===== src/audio_pkg.sv =====
//------------------------------------------------
// Audio types shared by the output mixer and the
// boost compressor. Import with audio_pkg::* in the
// module header of any block that handles samples.
//------------------------------------------------

package audio_pkg;

	// Signed two's complement sample of one channel
	typedef logic signed [15:0] sample_t;

	// Unsigned magnitude of a sample inside the compressor
	typedef logic [15:0] mag_t;

	// Speaker term is 2048 shifted left by this step
	typedef logic [1:0] spk_vol_t;

	typedef enum logic [1:0] {
		boost_none = 2'd0,
		boost_2x   = 2'd1,
		boost_4x   = 2'd2
	} boost_t;

	// ------------------------------------------------
	// Compressor curves
	// ------------------------------------------------
	// Gain A below knee X, slope 1/F above it, offset B = X * A
	localparam mag_t COMP_A1 = 16'd2;
	localparam mag_t COMP_F1 = 16'd4;
	localparam mag_t COMP_X1 = 16'd14044;
	localparam mag_t COMP_B1 = 16'd28088;

	localparam mag_t COMP_A2 = 16'd4;
	localparam mag_t COMP_F2 = 16'd8;
	localparam mag_t COMP_X2 = 16'd7399;
	localparam mag_t COMP_B2 = 16'd29596;

endpackage


===== src/video_pkg.sv =====
//------------------------------------------------
// Video types for the framebuffer descriptor path.
// Holds the VGA mode registers of the core, the
// descriptor handed to the scaler and the palette
// formats on both sides of the expansion.
//------------------------------------------------

package video_pkg;

	typedef logic [19:0] word_addr_t;
	typedef logic [7:0]  pal_addr_t;
	typedef logic [5:0]  chan6_t;
	typedef logic [7:0]  chan8_t;
	typedef logic [11:0] fb_dim_t;
	typedef logic [4:0]  fb_fmt_t;

	typedef enum logic [1:0] {
		depth_text  = 2'd0,
		depth_8bpp  = 2'd1,
		depth_16bpp = 2'd2,
		depth_24bpp = 2'd3
	} color_depth_t;

	// Mode registers as the VGA block of the core presents them
	typedef struct packed {
		word_addr_t   start_addr;
		logic [8:0]   width;
		logic [8:0]   stride;
		logic [10:0]  height;
		color_depth_t depth;
		logic         narrow;
		logic         line_double;
	} vga_mode_t;

	// rgb_order set means RGB, clear means BGR
	typedef struct packed {
		logic rgb_order;
		logic format_565;
	} video_opts_t;

	typedef struct packed {
		logic        en;
		logic [31:0] base;
		fb_dim_t     width;
		fb_dim_t     height;
		logic [13:0] stride;
		fb_fmt_t     format;
		logic        force_blank;
	} fb_desc_t;

	typedef struct packed {
		chan6_t r;
		chan6_t g;
		chan6_t b;
	} pal18_t;

	typedef struct packed {
		chan8_t r;
		chan8_t g;
		chan8_t b;
	} pal24_t;

	// Places the framebuffer at 3F800000 in host memory
	localparam logic [9:0] FB_BASE_PREFIX = 10'b0011_111110;

endpackage


===== src/activity_led.sv =====
//------------------------------------------------
// Retriggerable hold timer for an activity LED.
// Each request reloads the counter, and the LED
// stays lit for HOLD_CYCLES cycles after the last.
//------------------------------------------------

`timescale 1ns/1ps

module activity_led #(
	parameter int unsigned HOLD_CYCLES = 4500000
) (
	input  logic clk_sys,
	input  logic cpu_reset,
	input  logic req,
	output logic led
);

	localparam int CNT_W = $clog2(HOLD_CYCLES + 1);

	logic [CNT_W-1:0] count;

	always_ff @(posedge clk_sys) begin
		if (cpu_reset) begin
			count <= '0;
		end else if (req) begin
			count <= CNT_W'(HOLD_CYCLES);
		end else if (count != '0) begin
			count <= count - CNT_W'(1);
		end
	end

	// Lit on the edge after the request through HOLD_CYCLES edges
	assign led = (count != '0);

endmodule


===== src/audio_compressor.sv =====
//------------------------------------------------
// Dynamic boost for one audio channel. Applies the
// 2x or 4x two-segment curve to the magnitude of a
// signed sample and registers the result, so the
// boosted sample appears one cycle after its input.
//------------------------------------------------

`timescale 1ns/1ps

module audio_compressor
	import audio_pkg::*;
(
	input  logic    clk_sys,
	input  logic    cpu_reset,
	input  sample_t sample_in,
	input  boost_t  boost,
	output sample_t sample_out
);

	logic    negative;
	mag_t    mag;
	mag_t    curve_2x;
	mag_t    curve_4x;
	mag_t    curve_sel;
	sample_t sample_next;

	assign negative = sample_in[15];

	// ------------------------------------------------
	// Curve evaluation on the magnitude
	// ------------------------------------------------
	always_comb begin
		mag = negative ? (~sample_in + 16'd1) : sample_in;

		// Linear gain below the knee, gentle slope above it
		if (mag < COMP_X1) begin
			curve_2x = mag * COMP_A1;
		end else begin
			curve_2x = ((mag - COMP_X1) / COMP_F1) + COMP_B1;
		end

		if (mag < COMP_X2) begin
			curve_4x = mag * COMP_A2;
		end else begin
			curve_4x = ((mag - COMP_X2) / COMP_F2) + COMP_B2;
		end

		// Anything other than 4x takes the milder curve
		curve_sel = (boost == boost_4x) ? curve_4x : curve_2x;

		// Sign goes back on by negation
		sample_next = negative ? (~curve_sel + 16'd1) : curve_sel;
	end

	always_ff @(posedge clk_sys) begin
		if (cpu_reset) begin
			sample_out <= '0;
		end else begin
			sample_out <= sample_next;
		end
	end

endmodule


===== src/audio_mixer.sv =====
//------------------------------------------------
// Stereo output mixer. Adds the PC speaker at the
// selected volume to both sound-card channels, then
// picks the plain mix (1 cycle) or the compressed
// mix (2 cycles) depending on the boost mode.
//------------------------------------------------

`timescale 1ns/1ps

module audio_mixer
	import audio_pkg::*;
(
	input  logic     clk_sys,
	input  logic     cpu_reset,
	input  sample_t  sb_left,
	input  sample_t  sb_right,
	input  logic     speaker,
	input  spk_vol_t spk_vol,
	input  boost_t   boost,
	output sample_t  audio_left,
	output sample_t  audio_right
);

	sample_t spk_term;
	sample_t mix_left;
	sample_t mix_right;
	sample_t comp_left;
	sample_t comp_right;

	// Speaker square wave adds 2048 at step 0 up to 16384 at step 3
	assign spk_term = speaker ? sample_t'(16'd2048 << spk_vol) : '0;

	// Mix stage uses a 16-bit wrapping add
	always_ff @(posedge clk_sys) begin
		if (cpu_reset) begin
			mix_left  <= '0;
			mix_right <= '0;
		end else begin
			mix_left  <= sb_left + spk_term;
			mix_right <= sb_right + spk_term;
		end
	end

	audio_compressor comp_left_inst (
		.clk_sys    (clk_sys),
		.cpu_reset  (cpu_reset),
		.sample_in  (mix_left),
		.boost      (boost),
		.sample_out (comp_left)
	);

	audio_compressor comp_right_inst (
		.clk_sys    (clk_sys),
		.cpu_reset  (cpu_reset),
		.sample_in  (mix_right),
		.boost      (boost),
		.sample_out (comp_right)
	);

	assign audio_left  = (boost == boost_none) ? mix_left : comp_left;
	assign audio_right = (boost == boost_none) ? mix_right : comp_right;

endmodule


===== src/fb_config.sv =====
//------------------------------------------------
// Builds the scan-out descriptor for the scaler's
// framebuffer reader from the VGA mode registers,
// and widens 18-bit palette writes to 24 bits.
// All outputs are registered, one cycle latency.
//------------------------------------------------

`timescale 1ns/1ps

module fb_config
	import video_pkg::*;
(
	input  logic        clk_sys,
	input  logic        cpu_reset,
	input  vga_mode_t   vga_mode,
	input  logic        vga_off,
	input  video_opts_t video_opts,
	input  pal_addr_t   pal_addr,
	input  pal18_t      pal_data,
	input  logic        pal_we,
	output fb_desc_t    fb,
	output pal_addr_t   fb_pal_addr,
	output pal24_t      fb_pal_data,
	output logic        fb_pal_we
);

	fb_desc_t   fb_next;
	pal24_t     pal_wide;
	logic [2:0] fmt_low;

	// Replicate the top bits so full scale stays full scale
	function automatic chan8_t expand_chan(input chan6_t c);
		return {c, c[5:4]};
	endfunction

	// ------------------------------------------------
	// Descriptor fields
	// ------------------------------------------------
	always_comb begin
		case (vga_mode.depth)
			depth_24bpp: fmt_low = 3'b101;
			depth_16bpp: fmt_low = 3'b100;
			default:     fmt_low = 3'b011;
		endcase

		// Text and narrow modes go through the normal VGA output
		fb_next.en   = !vga_mode.narrow && (vga_mode.depth != depth_text);
		fb_next.base = {FB_BASE_PREFIX, vga_mode.start_addr, 2'b00};

		if (vga_mode.depth == depth_24bpp) begin
			fb_next.width = 12'd640;
		end else if (vga_mode.narrow) begin
			fb_next.width = {1'b0, vga_mode.width, 2'b00};
		end else begin
			fb_next.width = {vga_mode.width, 3'b000};
		end

		fb_next.height = vga_mode.line_double ? {2'b00, vga_mode.height[10:1]}
		                                      : {1'b0, vga_mode.height};
		fb_next.stride      = {2'b00, vga_mode.stride, 3'b000};
		fb_next.format      = {~video_opts.rgb_order, ~video_opts.format_565, fmt_low};
		fb_next.force_blank = vga_off;
	end

	always_comb begin
		pal_wide.r = expand_chan(pal_data.r);
		pal_wide.g = expand_chan(pal_data.g);
		pal_wide.b = expand_chan(pal_data.b);
	end

	always_ff @(posedge clk_sys) begin
		fb          <= fb_next;
		fb_pal_addr <= pal_addr;
		fb_pal_data <= pal_wide;
		fb_pal_we   <= pal_we;
		if (cpu_reset) begin
			fb.en     <= 1'b0;
			fb_pal_we <= 1'b0;
		end
	end

endmodule


===== src/host_bridge.sv =====
//------------------------------------------------
// Host-side glue around the PC core, all on clk_sys.
// Mixes speaker and sound card audio with optional
// boost, derives the framebuffer descriptor and
// palette writes, and drives the two disk LEDs.
// HOLD_CYCLES sets the LED hold time.
//------------------------------------------------

`timescale 1ns/1ps

module host_bridge
	import audio_pkg::*;
	import video_pkg::*;
#(
	parameter int unsigned HOLD_CYCLES = 4500000
) (
	input  logic        clk_sys,
	input  logic        cpu_reset,

	// Audio from the core
	input  sample_t     sb_left,
	input  sample_t     sb_right,
	input  logic        speaker,
	input  spk_vol_t    spk_vol,
	input  boost_t      boost,

	// VGA mode registers and options
	input  vga_mode_t   vga_mode,
	input  logic        vga_off,
	input  video_opts_t video_opts,

	// Palette write strobe
	input  pal_addr_t   pal_addr,
	input  pal18_t      pal_data,
	input  logic        pal_we,

	// Bits 5..0 hard disks, 7..6 floppy
	input  logic [7:0]  disk_req,

	output sample_t     audio_left,
	output sample_t     audio_right,
	output fb_desc_t    fb,
	output pal_addr_t   fb_pal_addr,
	output pal24_t      fb_pal_data,
	output logic        fb_pal_we,
	output logic        led_disk,
	output logic        led_user
);

	logic hdd_req;
	logic fdd_req;

	assign hdd_req = |disk_req[5:0];
	assign fdd_req = |disk_req[7:6];

	// ------------------------------------------------
	// Audio
	// ------------------------------------------------
	audio_mixer audio_mixer_inst (
		.clk_sys     (clk_sys),
		.cpu_reset   (cpu_reset),
		.sb_left     (sb_left),
		.sb_right    (sb_right),
		.speaker     (speaker),
		.spk_vol     (spk_vol),
		.boost       (boost),
		.audio_left  (audio_left),
		.audio_right (audio_right)
	);

	// ------------------------------------------------
	// Framebuffer
	// ------------------------------------------------
	fb_config fb_config_inst (
		.clk_sys     (clk_sys),
		.cpu_reset   (cpu_reset),
		.vga_mode    (vga_mode),
		.vga_off     (vga_off),
		.video_opts  (video_opts),
		.pal_addr    (pal_addr),
		.pal_data    (pal_data),
		.pal_we      (pal_we),
		.fb          (fb),
		.fb_pal_addr (fb_pal_addr),
		.fb_pal_data (fb_pal_data),
		.fb_pal_we   (fb_pal_we)
	);

	// ------------------------------------------------
	// Disk LEDs
	// ------------------------------------------------
	activity_led #(
		.HOLD_CYCLES (HOLD_CYCLES)
	) hdd_led (
		.clk_sys   (clk_sys),
		.cpu_reset (cpu_reset),
		.req       (hdd_req),
		.led       (led_disk)
	);

	// Floppy activity shows on the user LED
	activity_led #(
		.HOLD_CYCLES (HOLD_CYCLES)
	) fdd_led (
		.clk_sys   (clk_sys),
		.cpu_reset (cpu_reset),
		.req       (fdd_req),
		.led       (led_user)
	);

endmodule


===== config.mk =====
export PLATFORM = sky130hd
export DESIGN_NAME = host_bridge
export DESIGN_NICKNAME = d
export VERILOG_FILES = /design/src/audio_pkg.sv /design/src/video_pkg.sv /design/src/activity_led.sv /design/src/audio_compressor.sv /design/src/audio_mixer.sv /design/src/fb_config.sv /design/src/host_bridge.sv
export SDC_FILE = /design/constraint.sdc
export NUM_CORES = 1
export LEC_CHECK = 0
export BUFFER_PORTS_ARGS = -buffer_cell sky130_fd_sc_hd__buf_2
export CORE_AREA = 8 8 167 169
export CTS_CLUSTER_SIZE = 28
export DETAILED_ROUTE_END_ITERATION = 12
export DIE_AREA = 0 0 175 177
export PLACE_DENSITY = 0.83
export SLEW_MARGIN = 15
export SYNTH_ARGS = -nofsm -noshare
export SYNTH_HDL_FRONTEND = slang
export SYNTH_SLANG_ARGS = --single-unit

===== constraint.sdc =====
create_clock -name clk_sys -period 10.7 [get_ports clk_sys]
set_input_delay 0.535 -clock clk_sys [delete_from_list [all_inputs] [get_ports clk_sys]]
set_output_delay 0.535 -clock clk_sys [all_outputs]
set_load 0.1 [all_outputs]

# After elaboration in Yosys (flattened, before gate mapping)
# Index checks and enable logic that the tools add are counted.
[word_totals] register_bits=203 in_bits=130 out_inout_bits=144 word_cells=88
[classes] addsub=16 magnitude_cmp=4 eq_ne=3 shifts=1 mux=20 bitwise=7 n_reduce_logical=14
[ops] operator="$mux W16" count=13
[ops] operator="$mux W23" count=4
[ops] operator="$add A16 B1 Y16 const B" count=4
[ops] operator="$not A16 Y16" count=4
[ops] operator="$reduce_bool A23 Y1" count=2
[ops] operator="$sub A23 B1 Y23 const B" count=2
[ops] operator="$add A13 B15 Y16 const B" count=2
[ops] operator="$add A14 B15 Y16 const B" count=2
[ops] operator="$add A16 B16 Y16" count=2
[ops] operator="$lt A16 B13 Y1 const B" count=2
[ops] operator="$lt A16 B14 Y1 const B" count=2
[ops] operator="$sub A16 B13 Y16 const B" count=2
[ops] operator="$sub A16 B14 Y16 const B" count=2
[ops] operator="$shl A12 B2 Y16 const A" count=1
[ops] operator="$mux W11" count=1
[ops] operator="$mux W10" count=1
[ops] operator="$reduce_or A7 Y1" count=1
[ops] operator="$eq A2 B2 Y1 const B" count=3
[ops] operator="$pmux W3 S2" count=1
[ops] operator="$reduce_bool A2 Y1" count=3
[ops] operator="$reduce_or A2 Y1" count=3
[ops] operator="$reduce_or A6 Y1" count=1
[ops] operator="$not A1 Y1" count=3
[ops] operator="$reduce_or A3 Y1" count=1
[ops] operator="3 further kinds" count=3

# Logic depth before layout (Yosys ltp)
# Gate-level depths: netlist of run 1.
[logic_depth] ltp_word=10 ltp_mapped=24 mapped_depth_nobuf=22

# Hierarchy
# From an unflattened synthesis of run 1, not the netlist that was laid out.
[hier_totals] hier_cells=1558 hier_area_um2=13259.0
[by_module_without_submodules] mod="audio_compressor" instances=2 cells_each=479 area_each_um2=3482.1 seq_area_each_um2=320.3
[by_module_without_submodules] mod="activity_led" instances=2 cells_each=148 area_each_um2=1223.7 seq_area_each_um2=460.4
[by_module_without_submodules] mod="fb_config" instances=1 cells_each=154 area_each_um2=2223.4 seq_area_each_um2=1681.6
[by_module_without_submodules] mod="audio_mixer" instances=1 cells_each=146 area_each_um2=1604.0 seq_area_each_um2=640.6
[by_module_without_submodules] mod="host_bridge" instances=1 cells_each=4 area_each_um2=20.0 seq_area_each_um2=0.0

# Worst setup path before layout of run 1
# No wires, ideal clock.
[synth_path] path_kind="register to register" startpoint="register audio_mixer_inst.mix_left[0]" endpoint="register audio_mixer_inst.comp_left_inst.sample_out[15]" setup_time_ns=0.128 arrival_time_ns=4.785 t_required_ns=10.572 path_slack_ns=5.788 stages_incl_launch_ff=25 synth_period_minus_slack_ns=4.912 cell_sequence="dfxtp_1 > clkbuf_1 > inv_1 > ha_1 > clkbuf_1 > nand2b_1 > xnor2_1 > ha_1 > nand3_1 > and3_1 > nor2_1 > xnor2_1 > ha_1 > inv_1 > nand2_1 > o32ai_1 > o211ai_1 > a21o_1 > a211o_1 > mux2i_1 > a211o_1 > nand4b_1 > o31ai_2 > xor2_1 > nor2_1"
[synth_between] elab_chain_cells=10 word_cells_on_any_way=15 classes_between="6 x add/sub; 2 x order compare; 5 x mux; 2 x bitwise"
[synth_rtl] element="from (decl)" line="audio_mixer.sv:25" rtl="sample_t mix_left;"
[synth_rtl] element="from (signal assigned)" line="audio_mixer.sv:39" rtl="mix_left <= sb_left + spk_term;"
[synth_rtl] element="$not A16 Y16" line="audio_compressor.sv:33" rtl="mag = negative ? (~sample_in + 16'd1) : sample_in;"
[synth_rtl] element="$add A16 B1 Y16" line="audio_compressor.sv:33"
[synth_rtl] element="$mux W16 (*)" line="audio_compressor.sv:33"
[synth_rtl] element="$sub A16 B14 Y16 / $sub A16 B13 Y16 (equally long branches)" line="audio_compressor.sv:39, audio_compressor.sv:45"
[synth_rtl] element="$add A14 B15 Y16 / $add A13 B15 Y16 (equally long branches)" line="audio_compressor.sv:39, audio_compressor.sv:45"
[synth_rtl] element="$mux W16 (on tied branches)" line="audio_compressor.sv:36, audio_compressor.sv:42"
[synth_rtl] element="$mux W16 (*)" line="audio_compressor.sv:49" rtl="curve_sel = (boost == boost_4x) ? curve_4x : curve_2x;"
[synth_rtl] element="$not A16 Y16" line="audio_compressor.sv:52" rtl="sample_next = negative ? (~curve_sel + 16'd1) : curve_sel;"
[synth_rtl] element="$add A16 B1 Y16" line="audio_compressor.sv:52"
[synth_rtl] element="$mux W16 (*)" line="audio_compressor.sv:52"
[synth_rtl] element="to (signal assigned)" line="audio_compressor.sv:59" rtl="sample_out <= sample_next;"
[synth_rtl] element="to (decl)" line="audio_compressor.sv:17" rtl="output sample_t sample_out"
# Mark *: on every way between the ends. The rest lies on a longest branch, timed or not.
# A chain may end at the register's enable or synchronous reset.

# Worst setup path in the final report of run 1
[layout_path] startpoint="register audio_mixer_inst.mix_left[15]" endpoint="register audio_mixer_inst.comp_left_inst.sample_out[15]"
[layout_between] elab_chain_cells=10 word_cells_on_any_way=15 classes_between="6 x add/sub; 2 x order compare; 5 x mux; 2 x bitwise"
[layout_rtl] element="$not A16 Y16" line="audio_compressor.sv:33"
[layout_rtl] element="$add A16 B1 Y16" line="audio_compressor.sv:33"
[layout_rtl] element="$mux W16" line="audio_compressor.sv:33"
[layout_rtl] element="$sub A16 B13 Y16 / $sub A16 B14 Y16 (equally long branches)" line="audio_compressor.sv:45, audio_compressor.sv:39"
[layout_rtl] element="$add A13 B15 Y16 / $add A14 B15 Y16 (equally long branches)" line="audio_compressor.sv:45, audio_compressor.sv:39"
[layout_rtl] element="$mux W16 (on tied branches)" line="audio_compressor.sv:42, audio_compressor.sv:36"
[layout_rtl] element="$mux W16" line="audio_compressor.sv:49"
[layout_rtl] element="$not A16 Y16" line="audio_compressor.sv:52"
[layout_rtl] element="$add A16 B1 Y16" line="audio_compressor.sv:52"
[layout_rtl] element="$mux W16 (*)" line="audio_compressor.sv:52"
# Marked as above.

==> results of run 1 <==
-- state kept, by name (all words and copies together) (netlist names) --
signal                                       flops
audio_mixer_inst.mix_right                      16
fb_config_inst.fb                               57
hdd_led.count                                   23
audio_mixer_inst.mix_left                       16
fb_config_inst.fb_pal_addr                       8
fdd_led.count                                   23
audio_mixer_inst.comp_right_inst.sample_out     16
fb_config_inst.fb_pal_we                         1
fb_config_inst.fb_pal_data                      18
audio_mixer_inst.comp_left_inst.sample_out      16
-- power by group through the flow --
stage | clock [mW] | sequential (mW) | combinational (mW)
floorplan | 0 | 0.952 | 0.821
finish | 0.647 | 0.819 | 1.20
CTS | 0.654 | 0.818 | 1.18
global placement | 0 | 0.831 | 1.17
global route | 0.680 | 0.825 | 1.28
detailed placement | 0 | 0.834 | 1.17
-- logic make-up (layout without fill, tap and decap cells) --
group | after synthesis | in the layout
AOI/OAI and AO/OA | 383 | 383
xor gates and xnor gates | 142 | 142
adders and majority gates | 24 | 24
buffers and inverters | 152 | 333
DFF | 194 | 194
muxes | 69 | 69
other | 2 | 21
and+or+nand+nor | 546 | 546
-- layout by cell type (no fill, tap or decap), types with 19 or more instances in the layout --
cell type / instances
sky130_fd_sc_hd__a211oi_1: 20
sky130_fd_sc_hd__a21oi_1: 84
sky130_fd_sc_hd__buf_2: 253
sky130_fd_sc_hd__conb_1: 20
sky130_fd_sc_hd__dfxtp_1: 194
sky130_fd_sc_hd__ha_1: 22
sky130_fd_sc_hd__inv_1: 37
sky130_fd_sc_hd__mux2_2: 46
sky130_fd_sc_hd__mux2i_1: 23
sky130_fd_sc_hd__nand2_1: 91
sky130_fd_sc_hd__nand3_1: 40
sky130_fd_sc_hd__nor2_1: 156
sky130_fd_sc_hd__nor2b_1: 39
sky130_fd_sc_hd__nor3_1: 49
sky130_fd_sc_hd__nor4_1: 23
sky130_fd_sc_hd__o21ai_0: 73
sky130_fd_sc_hd__o31ai_1: 19
sky130_fd_sc_hd__or3_1: 23
sky130_fd_sc_hd__xnor2_1: 100
sky130_fd_sc_hd__xor2_1: 40
-- worst paths after layout --
check / slack, ns / depth (start not counted) / end / startpoint
hold / removal: 0.19 / 1 / fb_config_inst.fb_pal_data[20] / pal_data[14]
hold reg to reg: 0.46 / 2 / fdd_led.count[22] / fdd_led.count[22]
setup / recovery: 4.59 / 16 / audio_mixer_inst.comp_left_inst.sample_out[15] / audio_mixer_inst.mix_left[15]
setup reg to reg: 4.59 / 16 / audio_mixer_inst.comp_left_inst.sample_out[15] / audio_mixer_inst.mix_left[15]
-- routing by layer --
| layer | track usage [%] | vias to the layer above | share of wire (%) |
|---|---|---|---|
| met1 | 30.9 | 5890 | 40 |
| li1 | - | 5851 | - |
| met4 | 8.23 | 0 | 2.2 |
| met5 | 0 | - | 0 |
| met2 | 42.7 | 749 | 48 |
| met3 | 6.25 | 79 | 10 |
-- stage by stage --
stage / hold WS, ns / utilization (%)
2_1_floorplan: 0.431 / -
3_3_place_gp: 0.438 / 53.9
3_5_place_dp: 0.445 / 53.9
4_1_cts: 0.183 / 56.3
5_1_grt: 0.182 / 56.4
6_report: 0.193 / 56.4
-- worst max-delay path, stage by stage, from the launching register on --
cell	delay [ns]
sky130_fd_sc_hd__dfxtp_1	0.31
sky130_fd_sc_hd__buf_4	0.40
sky130_fd_sc_hd__o31ai_1	0.20
sky130_fd_sc_hd__xor2_1	0.61
sky130_fd_sc_hd__inv_1	0.27
sky130_fd_sc_hd__ha_1	0.31
sky130_fd_sc_hd__a211oi_1	0.76
sky130_fd_sc_hd__o21ai_1	0.40
sky130_fd_sc_hd__a311o_1	0.68
sky130_fd_sc_hd__nand2_2	0.21
sky130_fd_sc_hd__nor2_1	0.07
sky130_fd_sc_hd__or4_4	0.60
sky130_fd_sc_hd__nor4_2	0.29
sky130_fd_sc_hd__nand4b_1	0.27
sky130_fd_sc_hd__o31ai_2	0.32
sky130_fd_sc_hd__xor2_1	0.17
sky130_fd_sc_hd__nor2_1	0.05
-- synth_stat cells (all sizes together) (40+ instances only) --
cell type and n:
dfxtp 194, nor2 157, xnor2 100, nand2 92, a21oi 85, o21ai 80, clkbuf 78, nor3 53
mux2 46, xor2 41, nand3 40, nor2b 40
-- cell type report --
type                    instances  area (um2)  share of cell area (%)
inverters                      37         139                   0.968
repair buffers                264        1350                    9.40
diodes                          1        2.50                  0.0174
flip-flops and latches        194        3880                    27.1
clock inverters                15         188                    1.31
clock buffers                  17         425                    2.96
multi-input cells            1184        7950                    55.4
well taps                     335         419                    2.92
==> results_dict.tcl, run 1 <==
set metrics [dict create \
    status "completed" \
    synth_compound_area_share_pct 21.7 \
    critPathKind "reg2reg" \
    layout_worst_path_cycle_share_pct 57.1 \
    fin_total_pwr_mw 2.67 \
    synth_cells 1512 \
    post_dp_area_um2 13700 \
    setup.worst_path.start_class "flop" \
    critPathRequiredTime_ns 10.98 \
    avgRoutedWirePerCell_um 19.9 \
    fillerInstances 2273 \
    grt_max_degree 79 \
    post_synth_main_area_contributors "sky130_fd_sc_hd__dfxtp_1, sky130_fd_sc_hd__xnor2_1, sky130_fd_sc_hd__nor2_1" \
    synth.lib_cells_used.distinct 94 \
    max_slew.worst_pin.slew_ns 1.09 \
    area_delta_synth_final_pct 15.3 \
    detailroute.via_count 12600 \
    fp-row-count 59 \
    rsz_0062_raised_after_global_routing "no" \
    grt_first_pass_wirelength_um 64300 \
    dpl_worst_slack_ns 4.79 \
    vdd.ir_drop.worst_v 0.000146 \
    synth_fa_ha_area_share_pct 2.53 \
    synth_top_area_share_pct 31.2 \
    cts_max_level 4 \
    dr.pass1.iters 5 \
    finalSetupViolCount 0 \
    asyncSetResetFlopFracSynth_pct 0 \
    yosys_most_used_dff "sky130_fd_sc_hd__dfxtp_1" \
    drv.max_cap_violation_count 0 \
    yosys.area_share.simple_pct 22.7 \
    p_switching_mw 1.24 \
    yosys.area_share.xor_xnor_pct 10.2 \
    clockBufferDepth 2 \
    place.gp.congestion 0.998 \
    end_kind "flop" \
    synth_area_per_cell_um2 8.23 \
    area_of_the_core_um2 25500 \
    clk_transition_reported_paths_ns 0.08 \
    synth.mux.area_fraction_pct 6.01 \
    cts_hold_buf 0 \
    slew_headroom_pct 26.8 \
    power_frac_clock_pct 24.2 \
    drive_above_1_share_pct 22.7 \
    p_int_mw 1.43 \
    fin_setup_tns_ns 0 \
    numCtsBuffers 17 \
    detail_route.wirelength_um 40700 \
    finalMaxSlewViolations 0 \
    final_cells 2047 \
    tritoncts_clock_tree "done" \
    synth-edff-count 0 \
    fin_area_um2 14400 \
    cts.root.buffer_cell "sky130_fd_sc_hd__clkbuf_16" \
    post-route-drc-count 0 \
    grt.overflow.total 0 \
    sequentialPowerShare_pct 30.7 \
    antenna_found_initial 1 \
    first_global_vias 12200 \
    cell_accounting_for_the_most_synthesized_area "sky130_fd_sc_hd__dfxtp_1" \
    mappedNetlistArea_um2 12400 \
    post-cts-setup-buffer-count 0 \
    final.setup.worst_slack_ns 4.59 \
    post_synthesis_sequential_area_ratio_pct 31.2 \
    post_cts_resize_count 0 \
    combPwrFrac_pct 45.1 \
    synth.yosys.warnings 0 \
    clock-skew-final_ns 0.0121 \
    total_global_routing_track_utilization_pct 25.2 \
    placement.io_buffers 253 \
    timing.fmax_mhz 164 \
    power.share.switching_pct 46.4 \
    place.detailed.instances 2014 \
    detailed_place_hpwl_um 30700 \
    tritoncts_num_sinks 194 \
    start_util_pct 48.9 \
    die_outline_area_um2 31000 \
    min_path_type "in2reg" \
    leakage_nw 5.89 \
    power_density_nw_per_um2 186 \
    ant_nets 0 \
    period_minus_slack_ns 6.11 \
    die_w_um 175 \
    worstSkewPairLatency_ns 0.43 \
    initialDrtViolationCount 1277 \
    die-height_um 177 \
    routed_via_density 6.14 \
    worstPathArrival_ns 6.39 \
    postSynthRegisterBits 194 \
    synth_top_family_by_area "simple AND/OR/NAND/NOR gates" \
    floorplan.io_pins 274 \
    finish.net_count 1852 \
    count_of_endpoints_failing_hold_in_the_final_timing_report 0 \
    critical_path_peak_fanout 46 \
]
Note: power is estimated with default switching activity, not from simulation.
==> run 2: changes to the inputs <==
ABC_AREA = 1   (was default)
CORE_AREA = 8 8 164 166   (was 8 8 167 169)
DIE_AREA = 0 0 172 174   (was 0 0 175 177)
PLACE_DENSITY = 0.86   (was 0.83)
clock period = 5.36 ns   (was 10.7 ns; I/O delays follow)
==> results_dict.tcl, run 2 <==
set metrics [dict create \
    slew_headroom_pct 49.3 \
    period_minus_slack_ns 3.75 \
    synth.yosys.warnings 0 \
    cts.root.buffer_cell "sky130_fd_sc_hd__clkbuf_16" \
    mostFrequentLayoutCell "sky130_fd_sc_hd__nand2_1" \
    yosys.area_share.xor_xnor_pct 1.74 \
    fin_setup_tns_ns 0 \
    detailroute.via_count 13100 \
    grt_first_pass_wirelength_um 61400 \
    clk_transition_reported_paths_ns 0.09 \
    initialDrtViolationCount 1158 \
    finish.net_count 2315 \
    synth.mux.area_fraction_pct 0 \
    synth_top_area_share_pct 32.4 \
    timing.fmax_mhz 267 \
    post_synthesis_sequential_area_ratio_pct 32.4 \
    post-route-drc-count 0 \
    clockBufferDepth 2 \
    synth.lib_cells_used.distinct 54 \
    synth_top_family_by_area "simple AND/OR/NAND/NOR gates" \
    max_slew.worst_pin.slew_ns 0.758 \
    dpl_worst_slack_ns 1.68 \
    area_of_the_core_um2 24500 \
    worstPathArrival_ns 4.08 \
    tritoncts_clock_tree "done" \
    tritoncts_num_sinks 194 \
    die_outline_area_um2 29900 \
    min_path_type "in2reg" \
    critical_path_peak_fanout 21 \
    finalMaxSlewViolations 0 \
    postSynthRegisterBits 194 \
    start_util_pct 48.8 \
    critPathKind "reg2reg" \
    drv.max_cap_violation_count 0 \
    total_global_routing_track_utilization_pct 25.1 \
    avgRoutedWirePerCell_um 15.3 \
    final.setup.worst_slack_ns 1.61 \
    die_w_um 172 \
    yosys_most_used_dff "sky130_fd_sc_hd__dfxtp_1" \
    place.gp.congestion 0.942 \
    top_register "fb_config_inst.fb" \
    end_kind "flop" \
    vdd.ir_drop.worst_v 0.000244 \
    synth_top_cells_by_count "sky130_fd_sc_hd__nand2_1, sky130_fd_sc_hd__inv_1, sky130_fd_sc_hd__nor2_1, sky130_fd_sc_hd__dfxtp_1, sky130_fd_sc_hd__nand3_1" \
    post_cts_resize_count 0 \
    clock-skew-final_ns 0.0180 \
    placement.io_buffers 253 \
    asyncSetResetFlopFracSynth_pct 0 \
    synth_cells 1875 \
    dr.pass1.iters 6 \
    synthMostInstantiatedCell "sky130_fd_sc_hd__nand2_1" \
    critPathRequiredTime_ns 5.70 \
    count_of_endpoints_failing_hold_in_the_final_timing_report 0 \
    rsz_0062_raised_after_global_routing "no" \
    detailed_place_hpwl_um 28000 \
    floorplan.io_pins 274 \
    detail_route.wirelength_um 38400 \
    numCtsBuffers 17 \
    most-common-layout-cells "sky130_fd_sc_hd__nand2_1, sky130_fd_sc_hd__buf_2, sky130_fd_sc_hd__inv_1" \
    antenna_found_initial 7 \
    drive_above_1_share_pct 20.3 \
    fp-row-count 58 \
    mappedNetlistArea_um2 12000 \
    fillerInstances 2234 \
    ant_nets 0 \
    largest_registers "fb_config_inst.fb: 57 flops, fdd_led.count: 23 flops, hdd_led.count: 23 flops" \
    leakage_nw 7.61 \
    cts_max_level 4 \
    worstSkewPairLatency_ns 0.45 \
    layout_worst_path_cycle_share_pct 69.9 \
    cell_accounting_for_the_most_synthesized_area "sky130_fd_sc_hd__dfxtp_1" \
    post_synth_main_area_contributors "sky130_fd_sc_hd__dfxtp_1, sky130_fd_sc_hd__nand2_1, sky130_fd_sc_hd__nand3_1" \
    synth_area_per_cell_um2 6.39 \
    yosys.area_share.simple_pct 40.6 \
    synth_compound_area_share_pct 10.4 \
    number_of_flip_flops_in_the_largest_register 57 \
    power_density_nw_per_um2 340 \
    grt.overflow.total 0 \
    status "completed" \
    setup.worst_path.start_class "flop" \
    synth_fa_ha_area_share_pct 2.63 \
    synth-edff-count 0 \
    area_delta_synth_final_pct 21.4 \
    routed_via_density 5.21 \
    first_global_vias 12600 \
    finalSetupViolCount 0 \
    grt_max_degree 65 \
    die-height_um 174 \
]
## run 2: cell types whose count changed after synthesis, sizes merged, moves of 22 or more
| cell | previous run | this run |
|---|---|---|
| nor3 | 53 | 31 |
| inv | 37 | 262 |
| nand2 | 92 | 543 |
| a21oi | 85 | 115 |
| mux2 | 46 | 0 |
| nor2 | 157 | 242 |
| xnor2 | 100 | 7 |
| xor2 | 41 | 13 |
| mux2i | 23 | 0 |
| nand3 | 40 | 205 |
| nor2b | 40 | 0 |
| clkbuf | 78 | 20 |
## run 2: through the flow
stage                     util [%]  total power [mW]  std cells  area, um2  hold WS [ns]
after floorplan                  -              3.23       1893      12000         0.296
after global placement        54.4              3.55       2413      13300         0.370
after detailed placement      54.4              3.58       2413      13300         0.372
after CTS                     59.3              4.92       2504      14500       0.00236
after global routing          59.3              5.18       2507      14500       0.00718
final                         59.3              4.94       2507      14500        0.0129
## run 2: cells by family (layout without fill, tap and decap cells)
| family | after synthesis | after routing |
|---|---|---|
| adders and majority gates | 24 | 24 |
| xor gates and xnor gates | 20 | 20 |
| and+or+nand+nor | 1069 | 1069 |
| other | 2 | 23 |
| buffers and inverters | 336 | 617 |
| DFF | 194 | 194 |
| AOI/OAI and AO/OA | 230 | 230 |
## run 2: critical path: stages, from the launching register on
cell,delay (ns)
sky130_fd_sc_hd__dfxtp_1,0.37
sky130_fd_sc_hd__inv_1,0.08
sky130_fd_sc_hd__ha_1,0.24
sky130_fd_sc_hd__inv_1,0.07
sky130_fd_sc_hd__nand2_1,0.07
sky130_fd_sc_hd__xor2_2,0.33
sky130_fd_sc_hd__ha_1,0.26
sky130_fd_sc_hd__nand2_1,0.09
sky130_fd_sc_hd__nand2_1,0.12
sky130_fd_sc_hd__nand3_1,0.10
sky130_fd_sc_hd__nand2_2,0.15
sky130_fd_sc_hd__nand3_4,0.11
sky130_fd_sc_hd__nand2_2,0.32
sky130_fd_sc_hd__nand2_1,0.12
sky130_fd_sc_hd__nand3_2,0.09
sky130_fd_sc_hd__nand2_1,0.06
sky130_fd_sc_hd__inv_1,0.07
sky130_fd_sc_hd__ha_1,0.18
sky130_fd_sc_hd__nand2_2,0.08
sky130_fd_sc_hd__nor2_4,0.11
sky130_fd_sc_hd__nand3_1,0.13
sky130_fd_sc_hd__nor2_1,0.18
sky130_fd_sc_hd__nand3b_1,0.12
sky130_fd_sc_hd__a21oi_1,0.14
sky130_fd_sc_hd__nor2_1,0.06
## run 2: layer usage
layer  vias to the layer above  global-route usage (%)  part of all wire (%)
li1                       6483                       -                     -
met1                      5942                    30.0                    41
met2                       565                    42.5                    48
met3                        72                    7.15                   9.1
met4                         8                    7.91                   2.2
met5                         -                       0                  0.12
## run 2: area by class of cell
cell class / count / area, um2 / area share, %
multi-input cells: 1363 / 6710 / 46.2
flip-flops and latches: 194 / 3880 / 26.7
repair buffers: 319 / 1910 / 13.1
inverters: 266 / 1000 / 6.90
clock buffers: 18 / 439 / 3.02
well taps: 330 / 413 / 2.84
clock inverters: 14 / 175 / 1.20
diodes: 3 / 7.51 / 0.0516
## run 2: worst paths after layout
check        cells past startpoint                                               to                           from  slack (ns)
max                             24  audio_mixer_inst.comp_right_inst.sample_out[14]  audio_mixer_inst.mix_right[1]        1.61
min                              3                     audio_mixer_inst.mix_left[8]                     sb_left[8]        0.01
max reg2reg                     24  audio_mixer_inst.comp_right_inst.sample_out[14]  audio_mixer_inst.mix_right[1]        1.61
min reg2reg                      2                                fdd_led.count[14]              fdd_led.count[14]        0.48
## run 2: timing repair
item                                    4_1_cts  5_1_grt
endpoints found under the setup margin        0        0
endpoints found under the hold margin        59        0
hold buffers                                 59        0
buffers inserted                              0        0
## run 2: power breakdown
group	internal (mW)	leakage [nW]	switching, mW
combinational	0.482	5.70	1.54
sequential	1.54	1.62	0.0515
clock	0.649	0.299	0.675
total	2.68	7.61	2.27
